## config.mk

```make
export PLATFORM = sky130hd
export DESIGN_NAME = cp0_top
export DESIGN_NICKNAME = d
export VERILOG_FILES = /design/src/hw/cp0_pkg.sv /design/src/hw/exc_pkg.sv /design/src/hw/cp0_reg_if.sv /design/src/hw/cp0_access.sv /design/src/hw/cp0_exception_regs.sv /design/src/hw/cp0_timer.sv /design/src/hw/cp0_top.sv
export SDC_FILE = /design/constraint.sdc
export NUM_CORES = 1
export LEC_CHECK = 0
export BUFFER_PORTS_ARGS = -buffer_cell sky130_fd_sc_hd__buf_2
export CAP_MARGIN = 40
export CELL_PAD_IN_SITES_DETAIL_PLACEMENT = 0
export CELL_PAD_IN_SITES_GLOBAL_PLACEMENT = 1
export CORE_MARGIN = 2
export CORE_UTILIZATION = 47
export CTS_BUF_LIST = sky130_fd_sc_hd__clkbuf_2
export DETAILED_ROUTE_END_ITERATION = 8
export PLACE_DENSITY = 0.95
export SKIP_CTS_REPAIR_TIMING = 1
export SLEW_MARGIN = 20
export SYNTH_ARGS = -nofsm -noshare
export SYNTH_HDL_FRONTEND = slang
export SYNTH_SLANG_ARGS = --single-unit
```

## constraint.sdc

```tcl
create_clock -name clk -period 6.2 [get_ports clk]
set_input_delay 1.24 -clock clk [delete_from_list [all_inputs] [get_ports clk]]
set_output_delay 1.24 -clock clk [all_outputs]
set_load 0.005 [all_outputs]
```

## src/hw/cp0_pkg.sv

```systemverilog
package cp0_pkg;

    typedef logic [31:0] word_t;
    typedef logic [7:0]  cp0_addr_t;   // rd in [7:3] and sel in [2:0]
    typedef logic [7:0]  irq_t;        // IM and IP fields
    typedef logic [5:0]  ext_int_t;    // Hardware interrupt pins

    // Register map, all at sel 0
    localparam cp0_addr_t BADVADDR_ADDR = {5'd8, 3'd0};
    localparam cp0_addr_t COUNT_ADDR    = {5'd9, 3'd0};
    localparam cp0_addr_t COMPARE_ADDR  = {5'd11, 3'd0};
    localparam cp0_addr_t STATUS_ADDR   = {5'd12, 3'd0};
    localparam cp0_addr_t CAUSE_ADDR    = {5'd13, 3'd0};
    localparam cp0_addr_t EPC_ADDR      = {5'd14, 3'd0};

    localparam word_t INSN_BYTES = 32'd4;   // Branch sits one word before the slot

    // Status field positions
    localparam int STATUS_CU0_BIT = 28;
    localparam int STATUS_BEV_BIT = 22;
    localparam int STATUS_IM_LSB  = 8;
    localparam int STATUS_UM_BIT  = 4;
    localparam int STATUS_ERL_BIT = 2;
    localparam int STATUS_EXL_BIT = 1;
    localparam int STATUS_IE_BIT  = 0;

    // Cause field positions
    localparam int CAUSE_BD_BIT  = 31;
    localparam int CAUSE_TI_BIT  = 30;
    localparam int CAUSE_IP_LSB  = 8;
    localparam int CAUSE_EXC_LSB = 2;

endpackage

```

## src/hw/exc_pkg.sv

```systemverilog
package exc_pkg;

    // Architectural ExcCode values, as they land in Cause[6:2]
    typedef enum logic [4:0] {
        INT  = 5'd0,    // Interrupt
        ADEL = 5'd4,    // Address error on load or fetch
        ADES = 5'd5,    // Address error on store
        SYS  = 5'd8,    // Syscall
        BP   = 5'd9,    // Breakpoint
        RI   = 5'd10,   // Reserved instruction
        OV   = 5'd12    // Arithmetic overflow
    } exc_code_t;

endpackage

```

## src/hw/cp0_reg_if.sv

```systemverilog
`timescale 1ns/1ps

interface cp0_reg_if;

    cp0_pkg::word_t wdata;         // mtc0 source operand

    logic status_we;
    logic cause_we;
    logic epc_we;
    logic count_we;
    logic compare_we;

    cp0_pkg::word_t status_val;
    cp0_pkg::word_t cause_val;
    cp0_pkg::word_t epc_val;
    cp0_pkg::word_t badvaddr_val;
    cp0_pkg::word_t count_val;
    cp0_pkg::word_t compare_val;

    modport access (
        output wdata, status_we, cause_we, epc_we, count_we, compare_we,
        input  status_val, cause_val, epc_val, badvaddr_val, count_val, compare_val
    );

    modport exc (
        input  wdata, status_we, cause_we, epc_we,
        output status_val, cause_val, epc_val, badvaddr_val
    );

    modport timer (
        input  wdata, count_we, compare_we,
        output count_val, compare_val
    );

endinterface

```

## src/hw/cp0_access.sv

```systemverilog
`timescale 1ns/1ps

module cp0_access (
    input  logic [4:0]     mtc0_rd,
    input  logic [2:0]     sel,
    input  logic           valid,
    input  logic           inst_mtc0,
    input  logic           inst_eret,
    input  logic           ex,
    input  cp0_pkg::word_t alu_result,
    output cp0_pkg::word_t cp0_data,
    output logic           eret_flush,
    cp0_reg_if.access      regs
);

    cp0_pkg::cp0_addr_t addr;
    logic               mtc0_we;

    assign addr = {mtc0_rd, sel};

    // A faulting instruction in this stage must not commit
    assign mtc0_we    = valid && inst_mtc0 && !ex;
    assign eret_flush = valid && inst_eret && !ex;

    assign regs.wdata = alu_result;   // mtc0 data comes through the ALU

    // Each strobe compares against its own map entry
    always_comb begin
        regs.status_we  = mtc0_we && (addr == cp0_pkg::STATUS_ADDR);
        regs.cause_we   = mtc0_we && (addr == cp0_pkg::CAUSE_ADDR);
        regs.epc_we     = mtc0_we && (addr == cp0_pkg::EPC_ADDR);
        regs.count_we   = mtc0_we && (addr == cp0_pkg::COUNT_ADDR);
        regs.compare_we = mtc0_we && (addr == cp0_pkg::COMPARE_ADDR);   // BadVAddr is read only
    end

    // mfc0 read path
    always_comb begin
        case (addr)
            cp0_pkg::BADVADDR_ADDR: cp0_data = regs.badvaddr_val;
            cp0_pkg::COUNT_ADDR:    cp0_data = regs.count_val;
            cp0_pkg::COMPARE_ADDR:  cp0_data = regs.compare_val;
            cp0_pkg::STATUS_ADDR:   cp0_data = regs.status_val;
            cp0_pkg::CAUSE_ADDR:    cp0_data = regs.cause_val;
            cp0_pkg::EPC_ADDR:      cp0_data = regs.epc_val;
            default:                cp0_data = '0;       // Unmapped reads as zero
        endcase
    end

    // Register map entries must stay distinct
    always_comb begin
        assert final ($onehot0({regs.status_we, regs.cause_we, regs.epc_we,
                                regs.count_we, regs.compare_we}))
        else $error("cp0_access: more than one write strobe active");
    end

endmodule

```

## src/hw/cp0_exception_regs.sv

```systemverilog
`timescale 1ns/1ps

module cp0_exception_regs (
    input  logic                clk,
    input  logic                reset,
    input  logic                ex,
    input  logic                bd,
    input  exc_pkg::exc_code_t  exc_code,
    input  cp0_pkg::word_t      pc,
    input  cp0_pkg::word_t      alu_result,
    input  cp0_pkg::ext_int_t   ext_int,
    input  logic                ti,
    input  logic                eret_flush,
    output cp0_pkg::word_t      epc,
    output logic                status_ie,
    output logic                status_exl,
    output cp0_pkg::irq_t       status_im,
    output cp0_pkg::irq_t       cause_ip,
    output logic                cause_ti,
    cp0_reg_if.exc              regs
);

    logic               cu0;
    logic               bev;
    logic               um;
    logic               erl;
    logic               exl;
    logic               ie;
    cp0_pkg::irq_t      im;
    logic               cause_bd;
    logic [7:2]         ip_hw;
    logic [1:0]         ip_sw;
    exc_pkg::exc_code_t exc_code_q;
    cp0_pkg::word_t     epc_q;
    cp0_pkg::word_t     badvaddr;

    // Status read/write fields
    always_ff @(posedge clk) begin
        if (reset) begin
            cu0 <= 1'b0;
            bev <= 1'b1;                                 // Boot vectors after reset
            um  <= 1'b0;
            erl <= 1'b0;
            ie  <= 1'b0;
        end else if (regs.status_we) begin
            cu0 <= regs.wdata[cp0_pkg::STATUS_CU0_BIT];
            bev <= regs.wdata[cp0_pkg::STATUS_BEV_BIT];
            um  <= regs.wdata[cp0_pkg::STATUS_UM_BIT];
            erl <= regs.wdata[cp0_pkg::STATUS_ERL_BIT];
            ie  <= regs.wdata[cp0_pkg::STATUS_IE_BIT];
        end
    end

    always_ff @(posedge clk) begin
        if (regs.status_we) begin
            im <= regs.wdata[cp0_pkg::STATUS_IM_LSB +: 8];  // Interrupt mask byte
        end
    end

    always_ff @(posedge clk) begin
        if (reset) begin
            exl <= 1'b0;
        end else if (ex) begin
            exl <= 1'b1;
        end else if (eret_flush) begin
            exl <= 1'b0;
        end else if (regs.status_we) begin
            exl <= regs.wdata[cp0_pkg::STATUS_EXL_BIT];
        end
    end

    // BD and EPC only follow the first exception of a nest
    always_ff @(posedge clk) begin
        if (reset) begin
            cause_bd <= 1'b0;
        end else if (ex && !exl) begin
            cause_bd <= bd;
        end
    end

    always_ff @(posedge clk) begin
        if (ex && !exl) begin
            epc_q <= bd ? pc - cp0_pkg::INSN_BYTES : pc;   // Restart at the branch
        end else if (regs.epc_we) begin
            epc_q <= regs.wdata;
        end
    end

    always_ff @(posedge clk) begin
        if (reset) begin
            exc_code_q <= exc_pkg::INT;
        end else if (ex) begin
            exc_code_q <= exc_code;
        end
    end

    always_ff @(posedge clk) begin
        if (ex && exc_code == exc_pkg::ADES) begin
            badvaddr <= alu_result;
        end else if (ex && exc_code == exc_pkg::ADEL) begin
            badvaddr <= (pc[1:0] != 2'b00) ? pc : alu_result;  // Fetch fault or load fault
        end
    end

    always_ff @(posedge clk) begin
        if (reset) begin
            ip_hw <= '0;
        end else begin
            ip_hw[7]   <= ext_int[5] | ti;               // Timer shares IP7
            ip_hw[6:2] <= ext_int[4:0];
        end
    end

    always_ff @(posedge clk) begin
        if (reset) begin
            ip_sw <= '0;
        end else if (regs.cause_we) begin
            ip_sw <= regs.wdata[cp0_pkg::CAUSE_IP_LSB +: 2];
        end
    end

    always_comb begin
        regs.status_val = '0;
        regs.status_val[cp0_pkg::STATUS_CU0_BIT]     = cu0;
        regs.status_val[cp0_pkg::STATUS_BEV_BIT]     = bev;
        regs.status_val[cp0_pkg::STATUS_IM_LSB +: 8] = im;
        regs.status_val[cp0_pkg::STATUS_UM_BIT]      = um;
        regs.status_val[cp0_pkg::STATUS_ERL_BIT]     = erl;
        regs.status_val[cp0_pkg::STATUS_EXL_BIT]     = exl;
        regs.status_val[cp0_pkg::STATUS_IE_BIT]      = ie;
    end

    always_comb begin
        regs.cause_val = '0;
        regs.cause_val[cp0_pkg::CAUSE_BD_BIT]      = cause_bd;
        regs.cause_val[cp0_pkg::CAUSE_TI_BIT]      = ti;
        regs.cause_val[cp0_pkg::CAUSE_IP_LSB +: 8] = cause_ip;
        regs.cause_val[cp0_pkg::CAUSE_EXC_LSB +: 5] = exc_code_q;
    end

    assign regs.epc_val      = epc_q;
    assign regs.badvaddr_val = badvaddr;

    assign epc        = epc_q;
    assign status_ie  = ie;
    assign status_exl = exl;
    assign status_im  = im;
    assign cause_ip   = {ip_hw, ip_sw};
    assign cause_ti   = ti;

    assert property (@(posedge clk) disable iff (reset) ex |-> !$isunknown(exc_code))
    else $error("cp0_exception_regs: exception raised with unknown code");

    // The access logic drops eret when the same instruction faults
    assert property (@(posedge clk) disable iff (reset) !(eret_flush && ex))
    else $error("cp0_exception_regs: eret flush during an exception");

endmodule

```

## src/hw/cp0_timer.sv

```systemverilog
`timescale 1ns/1ps

module cp0_timer #(
    parameter cp0_pkg::word_t COMPARE_RESET = 32'h0001_55cc
) (
    input  logic     clk,
    input  logic     reset,
    output logic     ti,
    cp0_reg_if.timer regs
);

    logic           tick;
    cp0_pkg::word_t count;
    cp0_pkg::word_t compare;

    always_ff @(posedge clk) begin
        if (reset) begin
            tick <= 1'b0;
        end else begin
            tick <= ~tick;                      // Half-rate enable for Count
        end
    end

    always_ff @(posedge clk) begin
        if (reset) begin
            count <= '0;
        end else if (regs.count_we) begin
            count <= regs.wdata;
        end else if (tick) begin
            count <= count + 32'd1;
        end
    end

    always_ff @(posedge clk) begin
        if (reset) begin
            compare <= COMPARE_RESET;
        end else if (regs.compare_we) begin
            compare <= regs.wdata;
        end
    end

    // Writing Compare is how software acknowledges the timer
    always_ff @(posedge clk) begin
        if (reset) begin
            ti <= 1'b0;
        end else if (regs.compare_we) begin
            ti <= 1'b0;
        end else if (count == compare) begin
            ti <= 1'b1;                         // Sticky until acknowledged
        end
    end

    assign regs.count_val   = count;
    assign regs.compare_val = compare;

    assert property (@(posedge clk) disable iff (reset) !(regs.count_we && regs.compare_we))
    else $error("cp0_timer: Count and Compare written in the same cycle");

endmodule

```

## src/hw/cp0_top.sv

```systemverilog
`timescale 1ns/1ps

module cp0_top #(
    parameter cp0_pkg::word_t COMPARE_RESET = 32'h0001_55cc
) (
    input  logic               clk,
    input  logic               reset,
    input  logic [4:0]         mtc0_rd,
    input  logic [2:0]         sel,
    input  logic               valid,
    input  logic               inst_mtc0,
    input  logic               inst_eret,
    input  logic               bd,
    input  logic               ex,
    input  exc_pkg::exc_code_t exc_code,
    input  cp0_pkg::word_t     alu_result,
    input  cp0_pkg::word_t     pc,
    input  cp0_pkg::ext_int_t  ext_int,
    output cp0_pkg::word_t     cp0_data,
    output logic               eret_flush,
    output cp0_pkg::word_t     epc,
    output logic               status_ie,
    output logic               status_exl,
    output cp0_pkg::irq_t      status_im,
    output cp0_pkg::irq_t      cause_ip,
    output logic               cause_ti
);

    logic ti;   // Timer interrupt flag into Cause

    cp0_reg_if regs ();

    cp0_access u_access (
        .mtc0_rd    (mtc0_rd),
        .sel        (sel),
        .valid      (valid),
        .inst_mtc0  (inst_mtc0),
        .inst_eret  (inst_eret),
        .ex         (ex),
        .alu_result (alu_result),
        .cp0_data   (cp0_data),
        .eret_flush (eret_flush),
        .regs       (regs.access)
    );

    cp0_timer #(
        .COMPARE_RESET (COMPARE_RESET)
    ) u_timer (
        .clk   (clk),
        .reset (reset),
        .ti    (ti),
        .regs  (regs.timer)
    );

    cp0_exception_regs u_exception_regs (
        .clk        (clk),
        .reset      (reset),
        .ex         (ex),
        .bd         (bd),
        .exc_code   (exc_code),
        .pc         (pc),
        .alu_result (alu_result),
        .ext_int    (ext_int),
        .ti         (ti),
        .eret_flush (eret_flush),
        .epc        (epc),
        .status_ie  (status_ie),
        .status_exl (status_exl),
        .status_im  (status_im),
        .cause_ip   (cause_ip),
        .cause_ti   (cause_ti),
        .regs       (regs.exc)
    );

endmodule

```

==> impl_metrics.csv <==
group,metric,value,unit
sta,setup_viol,0,
critical_path,critical-path-slowest-cell,"and2_1",
placed_design,io_buffers,173,
routing,drt_iter0_markers,682,
status,status,"completed",
yosys,yosys.cell_types.count,65,
yosys,ys_seq_elements,158,
die,rows,50,
sta,whs,496,ps
grt,grt_use_total,27.2,%
finish,fin_nets,1145,
clocking,clk_latency,770,ps
sta,period_share,79.1,%
die,die_w,141,µm
sta,max_freq,0.204,GHz
yosys,ys.flop_type,"dfxtp_1",
placed_design,dp_hpwl,18900,µm
clocking,ctsRootBufferMaster,"clkbuf_2",
sta,rsz0062_at_grt,"no",
placed_design,dp.cells,1267,
sta,setup_ws,1290,ps
yosys,yosysTopAreaCell,"edfxtp_1",
grt,grt_pass1_wl,41700,µm
clocking,cts_buffer_depth,2,
critical_path,cp-start-kind,"primary input",
grt,grt_max_degree,64,
yosys,synth_edf_count,72,
yosys,syn_avg_cell_area,9.53,µm²
yosys,yosysSeqAreaShare,43.7,%
grt,grt_pass1_vias,7489,
sta,finalMaxSlewViolations,0,
yosys,syn_inst,932,
placed_design,place_congestion,0.905,
yosys,syn_nets,1024,
yosys,synthArstFlopShare,0,%
die,die_h,141,µm
critical_path,critPathArrivalTime,3670,ps
yosys,yosysWarnings,0,
sta,setup_tns,0,ps
min_path,min_path_type,"reg2reg",
clocking,ctsHtreeMaxLevel,4,
critical_path,slowest_delay,640,ps
power,leakage,3.67,nW
critical_path,path_cells,"buf_2 > and4b_1 > and2_1 > buf_4 > nand2_1 > o221ai_1 > buf_2",
placed_design,pre_cts_ws,1360,ps
finish,drive_gt1_share,26.8,%
flow_run,cap_violations,0,
clocking,cts.sinks,158,
sta,slew_headroom,46.9,%
routing,drc,0,
critical_path,required,4960,ps
sta,fin_skew,30.2,ps
routing,avgViaCountPerCell,5.93,
clocking,numCtsBuffers,17,
power,powerDensity,195,nW/µm²
yosys,synth.top_cell.area_share,24.3,%
sta,tightest_slew,796,ps
critical_path,crit_type,"in2out",
critical_path,cpMostUsedCell,"buf_2",
finish,final_common_cell,"buf_2",
grt,antenna_found_initial,1,
clocking,cts_tree,"done",
routing,dr.pass1.iters,6,
die,fp.dieArea,20000,µm²
power,ir_drop,0.0945,mV
routing,routed_wl,27100,µm
yosys,synth_area_leaders,"edfxtp_1 24%, dfxtp_1 19%, nand2_1 6.3%",
clocking,clk_pin_slew,220,ps
sta,post-route-min-period,4910,ps
critical_path,critPathMaxFanout,27,
finish,final_cell_mix,"173 x buf_2, 150 x nand2_1, 86 x dfxtp_1",
routing,ant_nets,0,
finish,fin_area,10000,µm²
placed_design,dpl-instance-area,9750,µm²
die,start_util,47.7,%
sta,final-hold-violation-count,0,
die,core,18600,µm²
grt,grt.overflow.total,0,
routing,num_vias,7716,
finish,layoutNonFillerInstCount,1301,
die,ioPinCount,174,
yosys,syn_area,8880,µm²
finish,area_delta_synth_final,12.7,%
routing,post_drt_wl_per_cell,20.9,µm
critical_path,setup.worst_path.end_class,"output port",
flip-flops by register name, summed over array words and instances, names as in the netlist, 2 cells and up:
| name | count |
|---|---|
| u_exception_regs.epc | 32 |
| u_exception_regs.exc_code_q | 5 |
| u_exception_regs.ip_hw | 6 |
| u_exception_regs.ip_sw | 2 |
| u_exception_regs.regs.badvaddr_val | 32 |
| u_exception_regs.status_im | 8 |
| u_timer.regs.compare_val | 32 |
| u_timer.regs.count_val | 32 |
worst paths after layout:
kind	startpoint	endpoint	slack (ps)	depth (start not counted)
min	u_exception_regs.exc_code_q[2]$_SDFFE_PP0P_	u_exception_regs.exc_code_q[2]$_SDFFE_PP0P_	500	2
min reg2reg	u_exception_regs.exc_code_q[2]$_SDFFE_PP0P_	u_exception_regs.exc_code_q[2]$_SDFFE_PP0P_	500	2
max	mtc0_rd[2]	cp0_data[2]	1290	7
max reg2reg	u_timer.regs.count_val[0]$_SDFFE_PP0P_	u_timer.regs.count_val[18]$_SDFFE_PP0P_	3990	6
cells by family after synthesis:
group	share of synthesized area (%)
buf+inv	4.97
fa+ha+maj	0.282
simple gates	20.9
flops	43.7
xor+xnor	8.97
mux	5.53
compound gates	15.6
layer usage:
| layer | global-route usage [%] | routed length, µm | vias to the layer above |
|---|---|---|---|
| li1 | - | - | 3611 |
| met1 | 35.2 | 11400 | 3732 |
| met2 | 44.4 | 12900 | 329 |
| met3 | 7.36 | 2330 | 44 |
| met4 | 8.68 | 586 | 0 |
| met5 | 0 | 0 | - |
metrics by stage:
stage,total power (W),utilization (%)
after floorplan,0.00127,-
final,0.00195,53.7
after detailed placement,0.00138,52.3
after global placement,0.00137,52.2
after CTS,0.00195,53.6
after global routing,0.00202,53.7
where the power goes:
part | switching, W | internal, W | total (W)
logic | 0.000129 | 0.0000866 | 0.000216
registers | 0.0000168 | 0.00112 | 0.00114
clock network | 0.000375 | 0.000222 | 0.000597
cells in the mapped netlist (7+ instances only):
master	number
mux2i_1	12
o21ai_0	29
edfxtp_1	72
buf_2	39
nand3b_1	12
clkbuf_1	27
nand3_1	21
a22o_1	12
a211oi_1	19
mux2_2	32
dfxtp_1	86
xor2_1	40
nand2_1	150
a211oi_2	13
and3_1	7
xnor2_1	51
nand4_1	23
a22oi_1	58
o21ai_1	15
buf_4	13
a21oi_1	33
nor2_1	63
o221ai_1	10
area by class of cell:
type / count / area [µm²]
fill: 1746 / 8630
multi-input combinational: 685 / 4590
sequential: 158 / 3880
timing repair buffer: 187 / 991
tap: 234 / 293
clock inverter: 13 / 148
clock buffer: 19 / 95.1
inverter: 4 / 15.0
antenna: 1 / 2.50
worst max-delay path: cells and delay by family:
kind,cells,cell delay [ps]
buf+inv,3,1040
compound gates,1,80
simple gates,3,1290
No activity file was read; power rests on OpenSTA's default activity.
